$ cat src/rtl/useq_pkg.sv
package useq_pkg;

	localparam int addr_w = 10;	// program address width
	localparam int data_w = 8;	// data path width

	// exec1 view of an instruction byte
	typedef struct packed {
		logic [3:0] op;	// opcode nibble
		logic [3:0] imm;	// immediate or register number
	} insn_e1_t;

	// exec2 view of the same byte
	typedef struct packed {
		logic [3:0] op;	// opcode nibble
		logic [1:0] r;	// destination and first source register
		logic [1:0] s;	// second source register
	} insn_e2_t;

	typedef union packed {
		insn_e1_t e1;
		insn_e2_t e2;
	} insn_u;

	// exec1 opcodes
	localparam logic [3:0] op1_ldi = 4'h0;	// A = d
	localparam logic [3:0] op1_add = 4'h1;	// A = A + R[d]
	localparam logic [3:0] op1_st = 4'h2;	// R[d] = A
	localparam logic [3:0] op1_ld = 4'h3;	// A = R[d]
	localparam logic [3:0] op1_xor = 4'h4;	// A = A ^ R[d]
	localparam logic [3:0] op1_out = 4'h5;	// o_port = A
	localparam logic [3:0] op1_in = 4'h6;	// A = i_port
	localparam logic [3:0] op1_fifo = 4'h7;	// d=0 push, d=1 pop
	localparam logic [3:0] op1_jmp = 4'h8;	// two bytes
	localparam logic [3:0] op1_lda = 4'h9;	// two bytes
	localparam logic [3:0] op1_sys = 4'hE;	// sub-code in d

	// exec2 opcodes
	localparam logic [3:0] op2_mov = 4'h0;
	localparam logic [3:0] op2_add = 4'h1;
	localparam logic [3:0] op2_sub = 4'h2;
	localparam logic [3:0] op2_and = 4'h3;
	localparam logic [3:0] op2_sys = 4'hF;	// sub-code in r:s

	// sys sub-codes
	localparam logic [3:0] sys_sei = 4'h0;	// mask from A and enable
	localparam logic [3:0] sys_rti = 4'h1;
	localparam logic [3:0] sys_exec2 = 4'h2;
	localparam logic [3:0] sys_waitf = 4'h3;	// hold while FIFO empty
	localparam logic [3:0] sys_exec1 = 4'h4;	// exec2 only

	// sequencer FSM states
	localparam logic [1:0] st_fetch = 2'd0;
	localparam logic [1:0] st_exec1 = 2'd1;
	localparam logic [1:0] st_exec2 = 2'd2;
	localparam logic [1:0] st_loada = 2'd3;	// second byte of LDA into A

endpackage
$ cat src/rtl/useq_if.sv
`timescale 1ns/100ps

// core <-> message FIFO
interface fifo_if import useq_pkg::*; #(
	parameter int FIFO_DEPTH = 16
) ();
	logic push;	// write wdata if not full
	logic pop;	// drop head if not empty
	logic [data_w-1:0] wdata;
	logic [data_w-1:0] rdata;	// head entry, combinational
	logic [$clog2(FIFO_DEPTH + 1)-1:0] count;	// entries held

	modport source (output push, pop, wdata, input rdata, count);
	modport target (input push, pop, wdata, output rdata, count);
endinterface

// core <-> register file
interface regs_if import useq_pkg::*; ();
	logic [3:0] ra;	// first read address
	logic [data_w-1:0] rd;	// R[ra]
	logic [1:0] sa;	// second read address, R0..R3
	logic [data_w-1:0] sd;	// R[sa]
	logic we;
	logic [3:0] wa;
	logic [data_w-1:0] wd;
	logic save;	// R0/R1 into shadow
	logic restore;	// shadow back into R0/R1

	modport source (output ra, sa, we, wa, wd, save, restore, input rd, sd);
	modport target (input ra, sa, we, wa, wd, save, restore, output rd, sd);
endinterface

// core <-> interrupt unit
interface irq_if import useq_pkg::*; ();
	logic run;	// core not frozen by host
	logic mask_we;	// SEI
	logic [data_w-1:0] mask;
	logic rti;
	logic trigger;
	logic [data_w-1:0] port_data;	// live input port for IN

	modport source (output run, mask_we, mask, rti, input trigger, port_data);
	modport target (input run, mask_we, mask, rti, output trigger, port_data);
endinterface

$ cat src/rtl/useq_top.sv
`timescale 1ns/100ps

module useq_top import useq_pkg::*; #(
	parameter int FIFO_DEPTH = 16,
	parameter logic [addr_w-1:0] ISR_VECT = 10'h0F0
) (
	input logic clk,
	input logic rst_n,
	input logic [data_w-1:0] mem_data,
	output logic [addr_w-1:0] mem_addr,
	input logic [data_w-1:0] i_port,
	output logic [data_w-1:0] o_port,
	output logic o_port_pulse,
	input logic read_fifo,
	input logic write_fifo,
	input logic [data_w-1:0] fifo_in,
	output logic [data_w-1:0] fifo_out,
	output logic fifo_empty,
	output logic fifo_full
);

	logic host_busy;	// core frozen while host uses the FIFO

	fifo_if #(.FIFO_DEPTH(FIFO_DEPTH)) ff_bus ();
	regs_if rf_bus ();
	irq_if irq_bus ();

	assign host_busy = read_fifo ^ write_fifo;	// both high counts as idle

	useq_core #(.ISR_VECT(ISR_VECT)) core_i (
		.clk(clk),
		.rst_n(rst_n),
		.host_busy(host_busy),
		.mem_data(mem_data),
		.mem_addr(mem_addr),
		.o_port(o_port),
		.o_port_pulse(o_port_pulse),
		.ff(ff_bus.source),
		.rf(rf_bus.source),
		.irq(irq_bus.source)
	);

	useq_regs regs_i (
		.clk(clk),
		.rst_n(rst_n),
		.rf(rf_bus.target)
	);

	useq_irq irq_i (
		.clk(clk),
		.rst_n(rst_n),
		.i_port(i_port),
		.irq(irq_bus.target)
	);

	useq_fifo #(.FIFO_DEPTH(FIFO_DEPTH)) fifo_i (
		.clk(clk),
		.rst_n(rst_n),
		.read_fifo(read_fifo),
		.write_fifo(write_fifo),
		.fifo_in(fifo_in),
		.fifo_out(fifo_out),
		.fifo_empty(fifo_empty),
		.fifo_full(fifo_full),
		.ff(ff_bus.target)
	);

endmodule

$ cat src/rtl/useq_core.sv
`timescale 1ns/100ps

module useq_core import useq_pkg::*; #(
	parameter logic [addr_w-1:0] ISR_VECT = 10'h0F0
) (
	input logic clk,
	input logic rst_n,
	input logic host_busy,	// host owns the FIFO this cycle
	input logic [data_w-1:0] mem_data,	// byte at last cycle's mem_addr
	output logic [addr_w-1:0] mem_addr,
	output logic [data_w-1:0] o_port,
	output logic o_port_pulse,	// toggles per OUT
	fifo_if.source ff,
	regs_if.source rf,
	irq_if.source irq
);

	logic [1:0] state;
	logic [addr_w-1:0] pc;
	logic [addr_w-1:0] ilr;	// return address of the ISR
	logic [data_w-1:0] acc;
	logic [data_w-1:0] saved_a;	// A across the ISR
	logic mode;	// 0 exec1, 1 exec2
	logic prev_mode;	// mode before the ISR
	insn_u insn;	// current instruction byte
	logic chain;
	logic two_byte;
	logic writes_a;
	logic is_sys;
	logic run;
	logic ex1;	// exec1 instruction really executes
	logic ex2;
	logic waitf_hold;
	logic [data_w-1:0] a_next;
	logic [data_w-1:0] alu2;

	useq_decode dec_i (
		.insn(insn),
		.mode(mode),
		.chain(chain),
		.two_byte(two_byte),
		.writes_a(writes_a),
		.is_sys(is_sys)
	);

	assign run = !host_busy;
	assign ex1 = run && !irq.trigger && state == st_exec1;	// ISR entry preempts
	assign ex2 = run && !irq.trigger && state == st_exec2;
	assign waitf_hold = !mode && is_sys && insn.e1.imm == sys_waitf && ff.count == '0;

	assign irq.run = run;
	assign irq.mask = acc;
	assign irq.mask_we = ex1 && is_sys && insn.e1.imm == sys_sei;
	assign irq.rti = ex1 && is_sys && insn.e1.imm == sys_rti;

	assign rf.ra = mode ? {2'b00, insn.e2.r} : insn.e1.imm;	// exec2 only sees R0..R3
	assign rf.sa = insn.e2.s;
	assign rf.wa = mode ? {2'b00, insn.e2.r} : insn.e1.imm;
	assign rf.wd = mode ? alu2 : acc;
	assign rf.we = (ex1 && insn.e1.op == op1_st) || (ex2 && insn.e2.op <= op2_and);
	assign rf.save = run && irq.trigger;
	assign rf.restore = irq.rti;

	assign ff.push = ex1 && insn.e1.op == op1_fifo && insn.e1.imm == 4'd0;
	assign ff.pop = ex1 && insn.e1.op == op1_fifo && insn.e1.imm == 4'd1;
	assign ff.wdata = acc;

	always_comb begin
		case (insn.e1.op)
			op1_ldi: a_next = {4'h0, insn.e1.imm};
			op1_add: a_next = acc + rf.rd;	// wraps mod 256
			op1_ld: a_next = rf.rd;
			op1_xor: a_next = acc ^ rf.rd;
			op1_in: a_next = irq.port_data;
			op1_fifo: a_next = (ff.count != '0) ? ff.rdata : acc;	// empty pop keeps A
			default: a_next = acc;
		endcase
	end

	always_comb begin
		case (insn.e2.op)
			op2_add: alu2 = rf.rd + rf.sd;
			op2_sub: alu2 = rf.rd - rf.sd;
			op2_and: alu2 = rf.rd & rf.sd;
			default: alu2 = rf.sd;	// MOV
		endcase
	end

	always_ff @(posedge clk) begin
		if (!rst_n) begin
			state <= st_fetch;
			pc <= '0;
			mem_addr <= '0;
			mode <= 1'b0;
			prev_mode <= 1'b0;
			o_port <= '0;
			o_port_pulse <= 1'b0;
		end else if (run) begin
			if (irq.trigger) begin	// ISR entry through a fetch
				ilr <= pc;	// unexecuted instruction reruns after RTI
				saved_a <= (state == st_loada) ? mem_data : acc;	// finish pending LDA
				prev_mode <= mode;
				mode <= 1'b0;	// ISRs run exec1
				pc <= ISR_VECT;
				mem_addr <= ISR_VECT;
				state <= st_fetch;
			end else begin
				case (state)
					st_fetch: begin
						insn <= mem_data;
						mem_addr <= pc + 1'b1;	// operand or next opcode
						state <= mode ? st_exec2 : st_exec1;
					end
					st_loada: begin
						acc <= mem_data;	// mem_addr still at the LDA operand
						mem_addr <= pc;
						state <= st_fetch;
					end
					default: begin	// st_exec1 or st_exec2
						if (writes_a) begin
							acc <= a_next;
						end
						if (!mode && insn.e1.op == op1_out) begin
							o_port <= acc;
							o_port_pulse <= ~o_port_pulse;
						end
						if (chain) begin
							pc <= pc + 1'b1;
							mem_addr <= pc + 10'd2;
							insn <= mem_data;	// next opcode already on the bus
						end else if (two_byte) begin
							if (insn.e1.op == op1_jmp) begin
								pc <= {insn.e1.imm[1:0], mem_data};
								mem_addr <= {insn.e1.imm[1:0], mem_data};
								state <= st_fetch;
							end else begin
								pc <= pc + 10'd2;	// LDA
								state <= st_loada;
							end
						end else if (!waitf_hold) begin	// sys op, WAITF stalls here
							pc <= pc + 1'b1;
							mem_addr <= pc + 1'b1;
							state <= st_fetch;
							if (mode) begin
								if ({insn.e2.r, insn.e2.s} == sys_exec1) begin
									mode <= 1'b0;
								end
							end else if (insn.e1.imm == sys_exec2) begin
								mode <= 1'b1;
							end else if (insn.e1.imm == sys_rti) begin
								pc <= ilr;
								mem_addr <= ilr;
								acc <= saved_a;
								mode <= prev_mode;
							end
						end
					end
				endcase
			end
		end
	end

	assert property (@(posedge clk) disable iff (!rst_n)
		$changed(o_port_pulse) |-> $past(state == st_exec1 || state == st_exec2))
		else $error("o_port_pulse toggled outside an execute state");

endmodule

$ cat src/rtl/useq_fifo.sv
`timescale 1ns/100ps

module useq_fifo import useq_pkg::*; #(
	parameter int FIFO_DEPTH = 16
) (
	input logic clk,
	input logic rst_n,
	input logic read_fifo,
	input logic write_fifo,
	input logic [data_w-1:0] fifo_in,
	output logic [data_w-1:0] fifo_out,
	output logic fifo_empty,
	output logic fifo_full,
	fifo_if.target ff
);

	localparam int ptr_w = $clog2(FIFO_DEPTH);
	localparam int cnt_w = $clog2(FIFO_DEPTH + 1);

	logic [data_w-1:0] mem [0:FIFO_DEPTH-1];
	logic [ptr_w-1:0] rptr;
	logic [ptr_w-1:0] wptr;
	logic [cnt_w-1:0] count;
	logic host;	// exactly one host strobe
	logic do_push;
	logic do_pop;
	logic [data_w-1:0] push_data;

	assign host = read_fifo ^ write_fifo;
	assign do_push = (host ? write_fifo : ff.push) && !fifo_full;	// drop when full
	assign do_pop = (host ? read_fifo : ff.pop) && !fifo_empty;
	assign push_data = host ? fifo_in : ff.wdata;

	assign fifo_empty = (count == '0);
	assign fifo_full = (count == cnt_w'(FIFO_DEPTH));
	assign ff.rdata = mem[rptr];	// head, no read latency
	assign ff.count = count;

	always_ff @(posedge clk) begin
		if (do_push) begin
			mem[wptr] <= push_data;
		end
	end

	always_ff @(posedge clk) begin
		if (!rst_n) begin
			rptr <= '0;
			wptr <= '0;
			count <= '0;
			fifo_out <= '0;
		end else begin
			if (do_push) begin
				wptr <= (wptr == ptr_w'(FIFO_DEPTH - 1)) ? '0 : wptr + 1'b1;
			end
			if (do_pop) begin
				rptr <= (rptr == ptr_w'(FIFO_DEPTH - 1)) ? '0 : rptr + 1'b1;
			end
			if (host && read_fifo && !fifo_empty) begin
				fifo_out <= mem[rptr];	// empty read keeps old value
			end
			case ({do_push, do_pop})	// one side served per cycle
				2'b10: count <= count + 1'b1;
				2'b01: count <= count - 1'b1;
				default: count <= count;
			endcase
		end
	end

	assert property (@(posedge clk) disable iff (!rst_n)
		count <= cnt_w'(FIFO_DEPTH))
		else $error("FIFO count above depth");

endmodule

$ cat src/rtl/useq_irq.sv
`timescale 1ns/100ps

module useq_irq import useq_pkg::*; (
	input logic clk,
	input logic rst_n,
	input logic [data_w-1:0] i_port,
	irq_if.target irq
);

	logic [data_w-1:0] port_q;	// port as seen last running cycle
	logic [data_w-1:0] mask;	// set by SEI
	logic enable;

	// rising edge on a masked bit while enabled
	assign irq.trigger = enable && |(i_port & ~port_q & mask);
	assign irq.port_data = i_port;

	always_ff @(posedge clk) begin
		if (!rst_n) begin
			port_q <= '0;
			mask <= '0;
			enable <= 1'b0;
		end else if (irq.run) begin	// frozen during host FIFO access
			port_q <= i_port;
			if (irq.mask_we) begin
				mask <= irq.mask;
			end
			if (irq.trigger) begin
				enable <= 1'b0;	// one ISR at a time
			end else if (irq.mask_we || irq.rti) begin
				enable <= 1'b1;
			end
		end
	end

	// ISR entry preempts SEI and RTI in the core
	assert property (@(posedge clk) disable iff (!rst_n)
		irq.trigger |-> !irq.mask_we && !irq.rti)
		else $error("SEI or RTI in the cycle of an interrupt trigger");

endmodule

$ cat src/rtl/useq_regs.sv
`timescale 1ns/100ps

module useq_regs import useq_pkg::*; (
	input logic clk,
	input logic rst_n,
	regs_if.target rf
);

	logic [data_w-1:0] r [0:15];	// R0..R15, R15 is a plain register
	logic [data_w-1:0] shadow [0:1];	// R0/R1 copy held across an ISR

	assign rf.rd = r[rf.ra];	// async read ports
	assign rf.sd = r[{2'b00, rf.sa}];

	always_ff @(posedge clk) begin
		if (rf.we) begin
			r[rf.wa] <= rf.wd;
		end
		if (rf.save) begin
			shadow[0] <= r[0];
			shadow[1] <= r[1];
		end
		if (rf.restore) begin	// last assignment so it beats we
			r[0] <= shadow[0];
			r[1] <= shadow[1];
		end
	end

	// ISR entry and RTI are separate core events
	assert property (@(posedge clk) disable iff (!rst_n)
		!(rf.save && rf.restore))
		else $error("register save and restore in the same cycle");

endmodule

$ cat src/rtl/useq_decode.sv
`timescale 1ns/100ps

module useq_decode import useq_pkg::*; (
	input insn_u insn,
	input logic mode,	// 0 exec1, 1 exec2
	output logic chain,	// may run back to back without fetch
	output logic two_byte,	// operand in the following byte
	output logic writes_a,	// A takes the exec1 result
	output logic is_sys
);

	always_comb begin
		chain = 1'b1;	// most instructions chain
		two_byte = 1'b0;
		writes_a = 1'b0;
		is_sys = 1'b0;
		if (mode) begin
			// exec2 touches only R0..R3 and the mode
			case (insn.e2.op)
				op2_mov,
				op2_add,
				op2_sub,
				op2_and: begin
					chain = 1'b1;	// single cycle register op
				end
				op2_sys: begin
					is_sys = 1'b1;
					chain = 1'b0;	// mode change needs a realigning fetch
				end
				default: begin
					chain = 1'b1;	// unused codes act as nop
				end
			endcase
		end else begin
			case (insn.e1.op)
				op1_ldi,
				op1_add,
				op1_ld,
				op1_xor,
				op1_in: begin
					writes_a = 1'b1;
				end
				op1_fifo: begin
					writes_a = (insn.e1.imm == 4'd1);	// pop lands in A
				end
				op1_jmp,
				op1_lda: begin
					two_byte = 1'b1;
					chain = 1'b0;	// PC leaves the sequential path
				end
				op1_sys: begin
					is_sys = 1'b1;
					chain = 1'b0;
				end
				default: begin
					writes_a = 1'b0;	// ST, OUT and spare codes
				end
			endcase
		end
	end

endmodule

$ cat config.mk
export PLATFORM = sky130hd
export DESIGN_NAME = useq_top
export DESIGN_NICKNAME = d
export VERILOG_FILES = /design/src/rtl/useq_pkg.sv /design/src/rtl/useq_if.sv /design/src/rtl/useq_top.sv /design/src/rtl/useq_core.sv /design/src/rtl/useq_fifo.sv /design/src/rtl/useq_irq.sv /design/src/rtl/useq_regs.sv /design/src/rtl/useq_decode.sv
export SDC_FILE = /design/constraint.sdc
export NUM_CORES = 1
export LEC_CHECK = 0
export BUFFER_PORTS_ARGS = -buffer_cell sky130_fd_sc_hd__buf_2
export CAP_MARGIN = 20
export CELL_PAD_IN_SITES_DETAIL_PLACEMENT = 2
export CELL_PAD_IN_SITES_GLOBAL_PLACEMENT = 2
export CORE_MARGIN = 2
export CORE_UTILIZATION = 44
export DETAILED_ROUTE_END_ITERATION = 16
export PLACE_DENSITY_LB_ADDON = 0.1
export SETUP_SLACK_MARGIN = 0.02
export SLEW_MARGIN = 20
export SYNTH_ARGS = -nofsm -noshare
export SYNTH_HDL_FRONTEND = slang
export SYNTH_SLANG_ARGS = --single-unit
$ cat constraint.sdc
create_clock -name clk -period 4.9 [get_ports clk]
set_input_delay 0.49 -clock clk [delete_from_list [all_inputs] [get_ports clk]]
set_output_delay 0.49 -clock clk [all_outputs]
set_load 0.01 [all_outputs]
==> results of run 1 <==
-- worst max-delay path: cells and delay by family (launching register included) --
family / cells / cell delay (ns)
multiplexers: 2 / 0.81
adder cells (fa/ha/maj): 1 / 0.45
AO/OA/AOI/OAI: 8 / 1.73
flip-flops: 1 / 0.58
buffers and inverters: 1 / 0.20
AND/OR/NAND/NOR: 2 / 0.50
XOR/XNOR: 1 / 0.17
-- power by group through the flow --
stage / clock [uW] / sequential, uW / combinational [uW]
floorplan: 0 / 3680 / 674
global placement: 0 / 3700 / 998
detailed placement: 0 / 3700 / 1060
CTS: 3130 / 3640 / 1080
global route: 3240 / 3640 / 1170
finish: 3080 / 3640 / 1090
-- metrics by stage --
stage	setup TNS [ns]	area (sq um)	setup slack [ns]	hold WS, ns
3_3_place_gp	0	19660	0.2679	0.4544
3_5_place_dp	-4.458	19660	-0.2472	0.4595
5_1_grt	0	21020	0.06589	0.1964
6_report	0	21030	0.1821	0.2062
2_1_floorplan	0	18590	1.021	0.4064
4_1_cts	0	20980	0.06064	0.1814
-- registers in the layout, indices dropped and copies added, names as in the netlist, named ones only --
register,count
fifo_i.mem,128
fifo_i.fifo_out,8
irq_i.port_q,8
core_i.insn,8
regs_i.r,128
fifo_i.rptr,4
irq_i.mask,8
core_i.ilr,10
fifo_i.wptr,4
core_i.ff.wdata,8
regs_i.shadow,16
core_i.state,2
core_i.o_port,8
fifo_i.ff.count,5
core_i.saved_a,8
core_i.prev_mode,1
core_i.o_port_pulse,1
core_i.pc,10
irq_i.enable,1
core_i.mem_addr,10
core_i.mode,1
-- synth_stat cells, drive strengths merged (35+ instances only) --
cell	instances	area [sq um]
a21oi	74	381.6
buf	35	215.2
clkbuf	60	226.5
dfxtp	77	1541
edfxtp	306	9189
inv	38	142.6
mux2i	42	432.9
mux4	51	1182
nand2	144	543.0
nor2	119	446.7
nor2b	45	281.5
nor3	42	210.2
o21ai	74	370.4
-- worst max-delay path by stage --
| stage | endpoint | slack (ns) |
|---|---|---|
| global route | regs_i.r[11][7]$_DFFE_PP_ | 0.07 |
| global placement | regs_i.r[14][7]$_DFFE_PP_ | 0.27 |
| finish | regs_i.r[0][6]$_DFFE_PP_ | 0.18 |
| floorplan | regs_i.r[0][6]$_DFFE_PP_ | 1.02 |
| CTS | regs_i.r[15][5]$_DFFE_PP_ | 0.06 |
| detailed placement | regs_i.r[15][7]$_DFFE_PP_ | -0.25 |
-- layout make-up --
| class | instances | area (sq um) | share of cell area |
|---|---|---|---|
| flip-flops and latches | 383 | 10730 | 0.5105 |
| multi-input cells | 1003 | 7316 | 0.3480 |
| clock buffers | 59 | 1167 | 0.05552 |
| repair buffers | 132 | 850.8 | 0.04047 |
| well taps | 539 | 674.4 | 0.03208 |
| inverters | 39 | 146.4 | 0.006963 |
| clock inverters | 19 | 135.1 | 0.006427 |
| diodes | 1 | 2.502 | 0.0001190 |
-- per-layer routing --
| layer | part of all wire | GRT usage | wire length [um] | up-vias |
|---|---|---|---|---|
| met5 | 0 | 0 | 0 | - |
| met4 | 0.030 | 0.1025 | 2022 | 0 |
| met3 | 0.063 | 0.04758 | 4251 | 129 |
| met2 | 0.48 | 0.5048 | 31880 | 547 |
| met1 | 0.43 | 0.4184 | 28850 | 7171 |
| li1 | - | - | - | 5935 |
-- cell families after synthesis --
family                   Yosys count
adder cells (fa/ha/maj)           37
buffers and inverters            134
multiplexers                     117
AND/OR/NAND/NOR                  470
AO/OA/AOI/OAI                    344
XOR/XNOR                          35
flip-flops                       383
-- timing repair --
item | in CTS | in global routing
pin swaps | 0 | 0
resized for setup | 3 | 4
setup endpoints to repair | 28 | 45
==> flow_metrics.tcl, run 1 <==
set metrics [dict create \
    finalPower_uw 7814 \
    p_per_area_nw_per_um2 371.6 \
    max_freq_ghz 0.2120 \
    synthXorXnorAreaFrac 0.01649 \
    postLayoutCoreUtil 0.5024 \
    cp-startpoint "core_i.insn[1]$_DFFE_PP_" \
    die-area_sq_um 43900 \
    seq_area_frac_synth 0.5773 \
    path_max_fanout 22 \
    numPlacedInstances 2094 \
    drv_slew 0 \
    slew_headroom 0.2581 \
    synth_edf_count 306 \
    drt_iter0_markers 1299 \
    grt_pass1_wl_um 98970 \
    clk_pin_slew_ns 0.06 \
    final_common_cell "edfxtp_1" \
    power.switching_uw 2117 \
    io_buffers 56 \
    synthAdderAreaFrac 0.02612 \
    clock_path_buffers 3 \
    die_h_um 209.5 \
    comb_power_share 0.140 \
    dpl.hpwl_um 47190 \
    die_w_um 209.5 \
    p_leak_uw 0.007249 \
    drtAntennaViolNets 0 \
    hold_start "mem_data[5]" \
    gr-total-overflow 0 \
    critical_path_class "reg -> reg" \
    grt_util_all_layers 0.3068 \
    worstReg2RegStart "core_i.insn[1]$_DFFE_PP_" \
    cts_tree "yes" \
    hold_end "core_i.insn[5]$_DFFE_PP_" \
    nNetsFinal 1667 \
    crit_path_start_kind "register" \
    avgSynthCellArea_sq_um 12.23 \
    synthArstFlopShare 0 \
    min_path_type "in -> reg" \
    vias_per_cell 6.337 \
    dr_total_vias 13780 \
    wl_per_cell_um 30.81 \
    synthCells 1520 \
    setup_viol 0 \
    grt_pass1_vias 14650 \
    rsz0062_at_grt "false" \
    start_util 0.4441 \
    antenna_found_initial 1 \
    htreeDepth 2 \
    layout-drive-gt1-share 0.1768 \
    clock-sinks 383 \
    post_cts_buffers 0 \
    ys_warn_count 0 \
    clkPwrFrac 0.395 \
    status "finished, final reports clean" \
    maxCapViolations 0 \
    clock-root-buffer "clkbuf_16" \
    hold_viol 0 \
    cts_buffers 43 \
    synth.distinct_cells 84 \
    ios 57 \
    rows 75 \
    synth_compound_area_frac 0.1268 \
    r2r_slack_ns 0.18 \
    p_int_uw 5697 \
    muxShareOfSynthArea 0.1016 \
    r2r_cells 15 \
    worstSkewPairLatency_ns 0.59 \
    cp_cell_sequence "mux2_4, nor3_1, a311oi_1, a211oi_1, nor2_1, buf_4, fa_1, a21o_1, a21oi_1, o21bai_1, a21oi_1, xor2_1, a2bb2oi_1, o21ai_1, mux2_2" \
    synth_top_family_by_area "compound AO/OA/AOI/OAI gates" \
    cp_slowest_cell "edfxtp_1" \
    critPathMostFrequentCell "a21oi_1" \
    synthFlopType "edfxtp_1" \
    instances_no_fill 2175 \
    routed_wl_um 67010 \
    seqPwrFrac 0.465 \
    min_path_cells 1 \
    critPathCaptureType "register" \
    area_delta_synth_final_pct 13.12 \
    clock_skew_ns 0.03131 \
    min_period_ns 4.718 \
    core_sq_um 41850 \
    cpPeakStageDelay_ns 0.58 \
    min_period_over_period 0.9628 \
    worst_slew_pin_slew_ns 1.109 \
    worst_ep_required_time_ns 5.23 \
    gp_congestion 0.8275 \
    r2r-end "regs_i.r[0][6]$_DFFE_PP_" \
    p_sw_frac 0.2709 \
    synth_seq_cells 383 \
    grt_max_degree 49 \
    drtPass1Iterations 5 \
    synth_nets 1585 \
    drc 0 \
    syn-cell-area_sq_um 18590 \
    crit_arrival_ns 5.05 \
    layout_common_cells "edfxtp_1 (306), nand2_1 (143), nor2_1 (117), buf_4 (76), dfxtp_1 (75)" \
    fillCellCount 4160 \
    yosys.area_share.simple 0.1200 \
    peakVddDrop_uv 268.1 \
    cts_hold_buf 0 \
]
Power figures use the tool's default switching activity.
==> inputs of run 2 (changes only) <==
CTS_BUF_LIST = sky130_fd_sc_hd__clkbuf_16   (was not set)
==> run 2 against run 1 <==
Register-to-register slack barely moved; power fell by 0.56%; sequential cell count unchanged; critical path depth did not move; wire length is 0.28% lower; via count fell by 0.34%; critical path type unchanged; critical endpoint unchanged; largest cell class unchanged.
==> flow_metrics.tcl, run 2 (synthesis results as in run 1) <==
set metrics [dict create \
    crit_path_start_kind "register" \
    routed_wl_um 66820 \
    cts_hold_buf 0 \
    top_usage_layer "met2" \
    slew_headroom 0.2676 \
    gr-total-overflow 0 \
    r2r_cells 15 \
    path_max_fanout 22 \
    critPathMostFrequentCell "a21oi_1" \
    status "finished, final reports clean" \
    cpPeakStageDelay_ns 0.59 \
    hold_end "core_i.insn[5]$_DFFE_PP_" \
    cts_buffers 43 \
    area_delta_synth_final_pct 13.07 \
    met1_usage 0.4195 \
    nNetsFinal 1667 \
    drt_iter0_markers 1224 \
    tns_ns 0 \
    rows 75 \
    clock-sinks 383 \
    clock_path_buffers 3 \
    use_met3 0.04788 \
    top_regs "fifo_i.mem x128, regs_i.r x128, regs_i.shadow x16" \
    preCtsSetupSlack_ns -0.2472 \
    min_period_ns 4.723 \
    dr_total_vias 13740 \
    ios 57 \
    die_w_um 209.5 \
    vias_per_cell 6.315 \
    clk_pin_slew_ns 0.06 \
    p_per_area_nw_per_um2 369.7 \
    worst_slew_pin_slew_ns 1.095 \
    wl_per_cell_um 30.72 \
    path_buf_inv 1 \
    gp_congestion 0.8275 \
    grt_pass1_vias 14640 \
    start_util 0.4441 \
    crit_arrival_ns 5.05 \
    die-area_sq_um 43900 \
    min_path_type "in -> reg" \
    postLayoutCoreUtil 0.5021 \
    grt_pass1_wl_um 98990 \
    grtUsageMet2 0.5036 \
    io_buffers 56 \
    grt_max_degree 49 \
    drtPass1Iterations 5 \
    worst_ep_required_time_ns 5.23 \
    layout_common_cells "edfxtp_1 (306), nand2_1 (143), nor2_1 (117), buf_4 (76), dfxtp_1 (75)" \
    core_sq_um 41850 \
    maxCapViolations 0 \
    cts_tree "yes" \
    worstSkewPairLatency_ns 0.59 \
    htreeDepth 2 \
    worstReg2RegStart "core_i.insn[1]$_DFFE_PP_" \
    min_path_cells 1 \
    numPlacedInstances 2094 \
    grt_util_all_layers 0.3069 \
    dpl.hpwl_um 47190 \
    antenna_found_initial 1 \
    final_common_cell "edfxtp_1" \
    clock-root-buffer "clkbuf_16" \
    critical_path_class "reg -> reg" \
    finalPower_uw 7770 \
    max_freq_ghz 0.2117 \
    die_h_um 209.5 \
    r2r_slack_ns 0.18 \
    fin_ws_ns 0.1768 \
    fillCellCount 4159 \
    cp_cell_sequence "mux2_4, nor3_1, a311oi_1, a211oi_1, nor2_1, buf_4, fa_1, a21o_1, a21oi_1, o21bai_1, a21oi_1, xor2_1, a2bb2oi_1, o21ai_1, mux2_2" \
    drv_slew 0 \
    drc 0 \
    critPathTopFamily "compound AO/OA/AOI/OAI gates" \
    hold_start "mem_data[5]" \
    min_period_over_period 0.9639 \
    clock_skew_ns 0.03065 \
    rsz0062_at_grt "false" \
    r2r-end "regs_i.r[0][6]$_DFFE_PP_" \
    cp_slowest_cell "edfxtp_1" \
    hold_viol 0 \
    layout-drive-gt1-share 0.1761 \
    critPathCaptureType "register" \
    p_leak_uw 0.007301 \
    setup_viol 0 \
    drtAntennaViolNets 0 \
    peakVddDrop_uv 268.4 \
    instances_no_fill 2175 \
]
-- run 2: cell types whose count changed in the layout (fill, tap and decap cells not counted), sizes merged --
cell / change
clkinv: +1
clkbuf: -15
inv: +14
-- run 2: what timing repair did --
item	4_1_cts	5_1_grt
cloned	0	0
gates resized for setup	3	4
buffers inserted	0	0
setup endpoints to repair	28	45
-- run 2: power breakdown --
group / total (uW) / switching [uW] / internal (uW)
clock network: 3040 / 1360 / 1680
registers: 3640 / 63.1 / 3570
logic: 1090 / 693 / 400
total: 7770 / 2120 / 5650
-- run 2: how the worst max path moves through the flow --
stage,start,slack (ns),end,cells after the start
3_5_place_dp,core_i.insn[1]$_DFFE_PP_,-0.25,regs_i.r[15][7]$_DFFE_PP_,14
4_1_cts,core_i.insn[1]$_DFFE_PP_,0.06,regs_i.r[15][5]$_DFFE_PP_,13
2_1_floorplan,core_i.mode$_SDFFE_PN0P_,1.02,regs_i.r[0][6]$_DFFE_PP_,19
3_3_place_gp,core_i.insn[1]$_DFFE_PP_,0.27,regs_i.r[14][7]$_DFFE_PP_,14
5_1_grt,core_i.insn[1]$_DFFE_PP_,0.07,regs_i.r[11][7]$_DFFE_PP_,15
6_report,core_i.insn[1]$_DFFE_PP_,0.18,regs_i.r[0][6]$_DFFE_PP_,15
-- run 2: cell type report --
| cell class | instances | area (sq um) | share of cell area |
|---|---|---|---|
| multi-input cells | 1003 | 7316 | 0.3481 |
| clock inverters | 34 | 191.4 | 0.009109 |
| flip-flops and latches | 383 | 10730 | 0.5107 |
| clock buffers | 44 | 1101 | 0.05239 |
| well taps | 539 | 674.4 | 0.03209 |
| diodes | 1 | 2.502 | 0.0001191 |
| repair buffers | 132 | 850.8 | 0.04049 |
| inverters | 39 | 146.4 | 0.006966 |
-- run 2: layer usage --
metal  vias up  wire length [um]
met5         -                 0
met4         0              2048
met3       127              4510
met2       544             31770
met1      7131             28490
li1       5933                 -
-- run 2: worst reg2reg max path, stage by stage, from the launching register on --
cell and delay (ns):
edfxtp_1 0.59, mux2_4 0.49, nor3_1 0.30, a311oi_1 0.10, a211oi_1 0.41, nor2_1 0.21
buf_4 0.20, fa_1 0.45, a21o_1 0.20, a21oi_1 0.26, o21bai_1 0.14, a21oi_1 0.21
xor2_1 0.18, a2bb2oi_1 0.21, o21ai_1 0.22, mux2_2 0.32
-- run 2: stage by stage --
| step | hold slack [ns] | area [sq um] |
|---|---|---|
| 6_report | 0.2048 | 21020 |
| 5_1_grt | 0.1964 | 21010 |
| 4_1_cts | 0.1814 | 20970 |
| 3_5_place_dp | 0.4595 | 19660 |
| 3_3_place_gp | 0.4544 | 19660 |
| 2_1_floorplan | 0.4064 | 18590 |
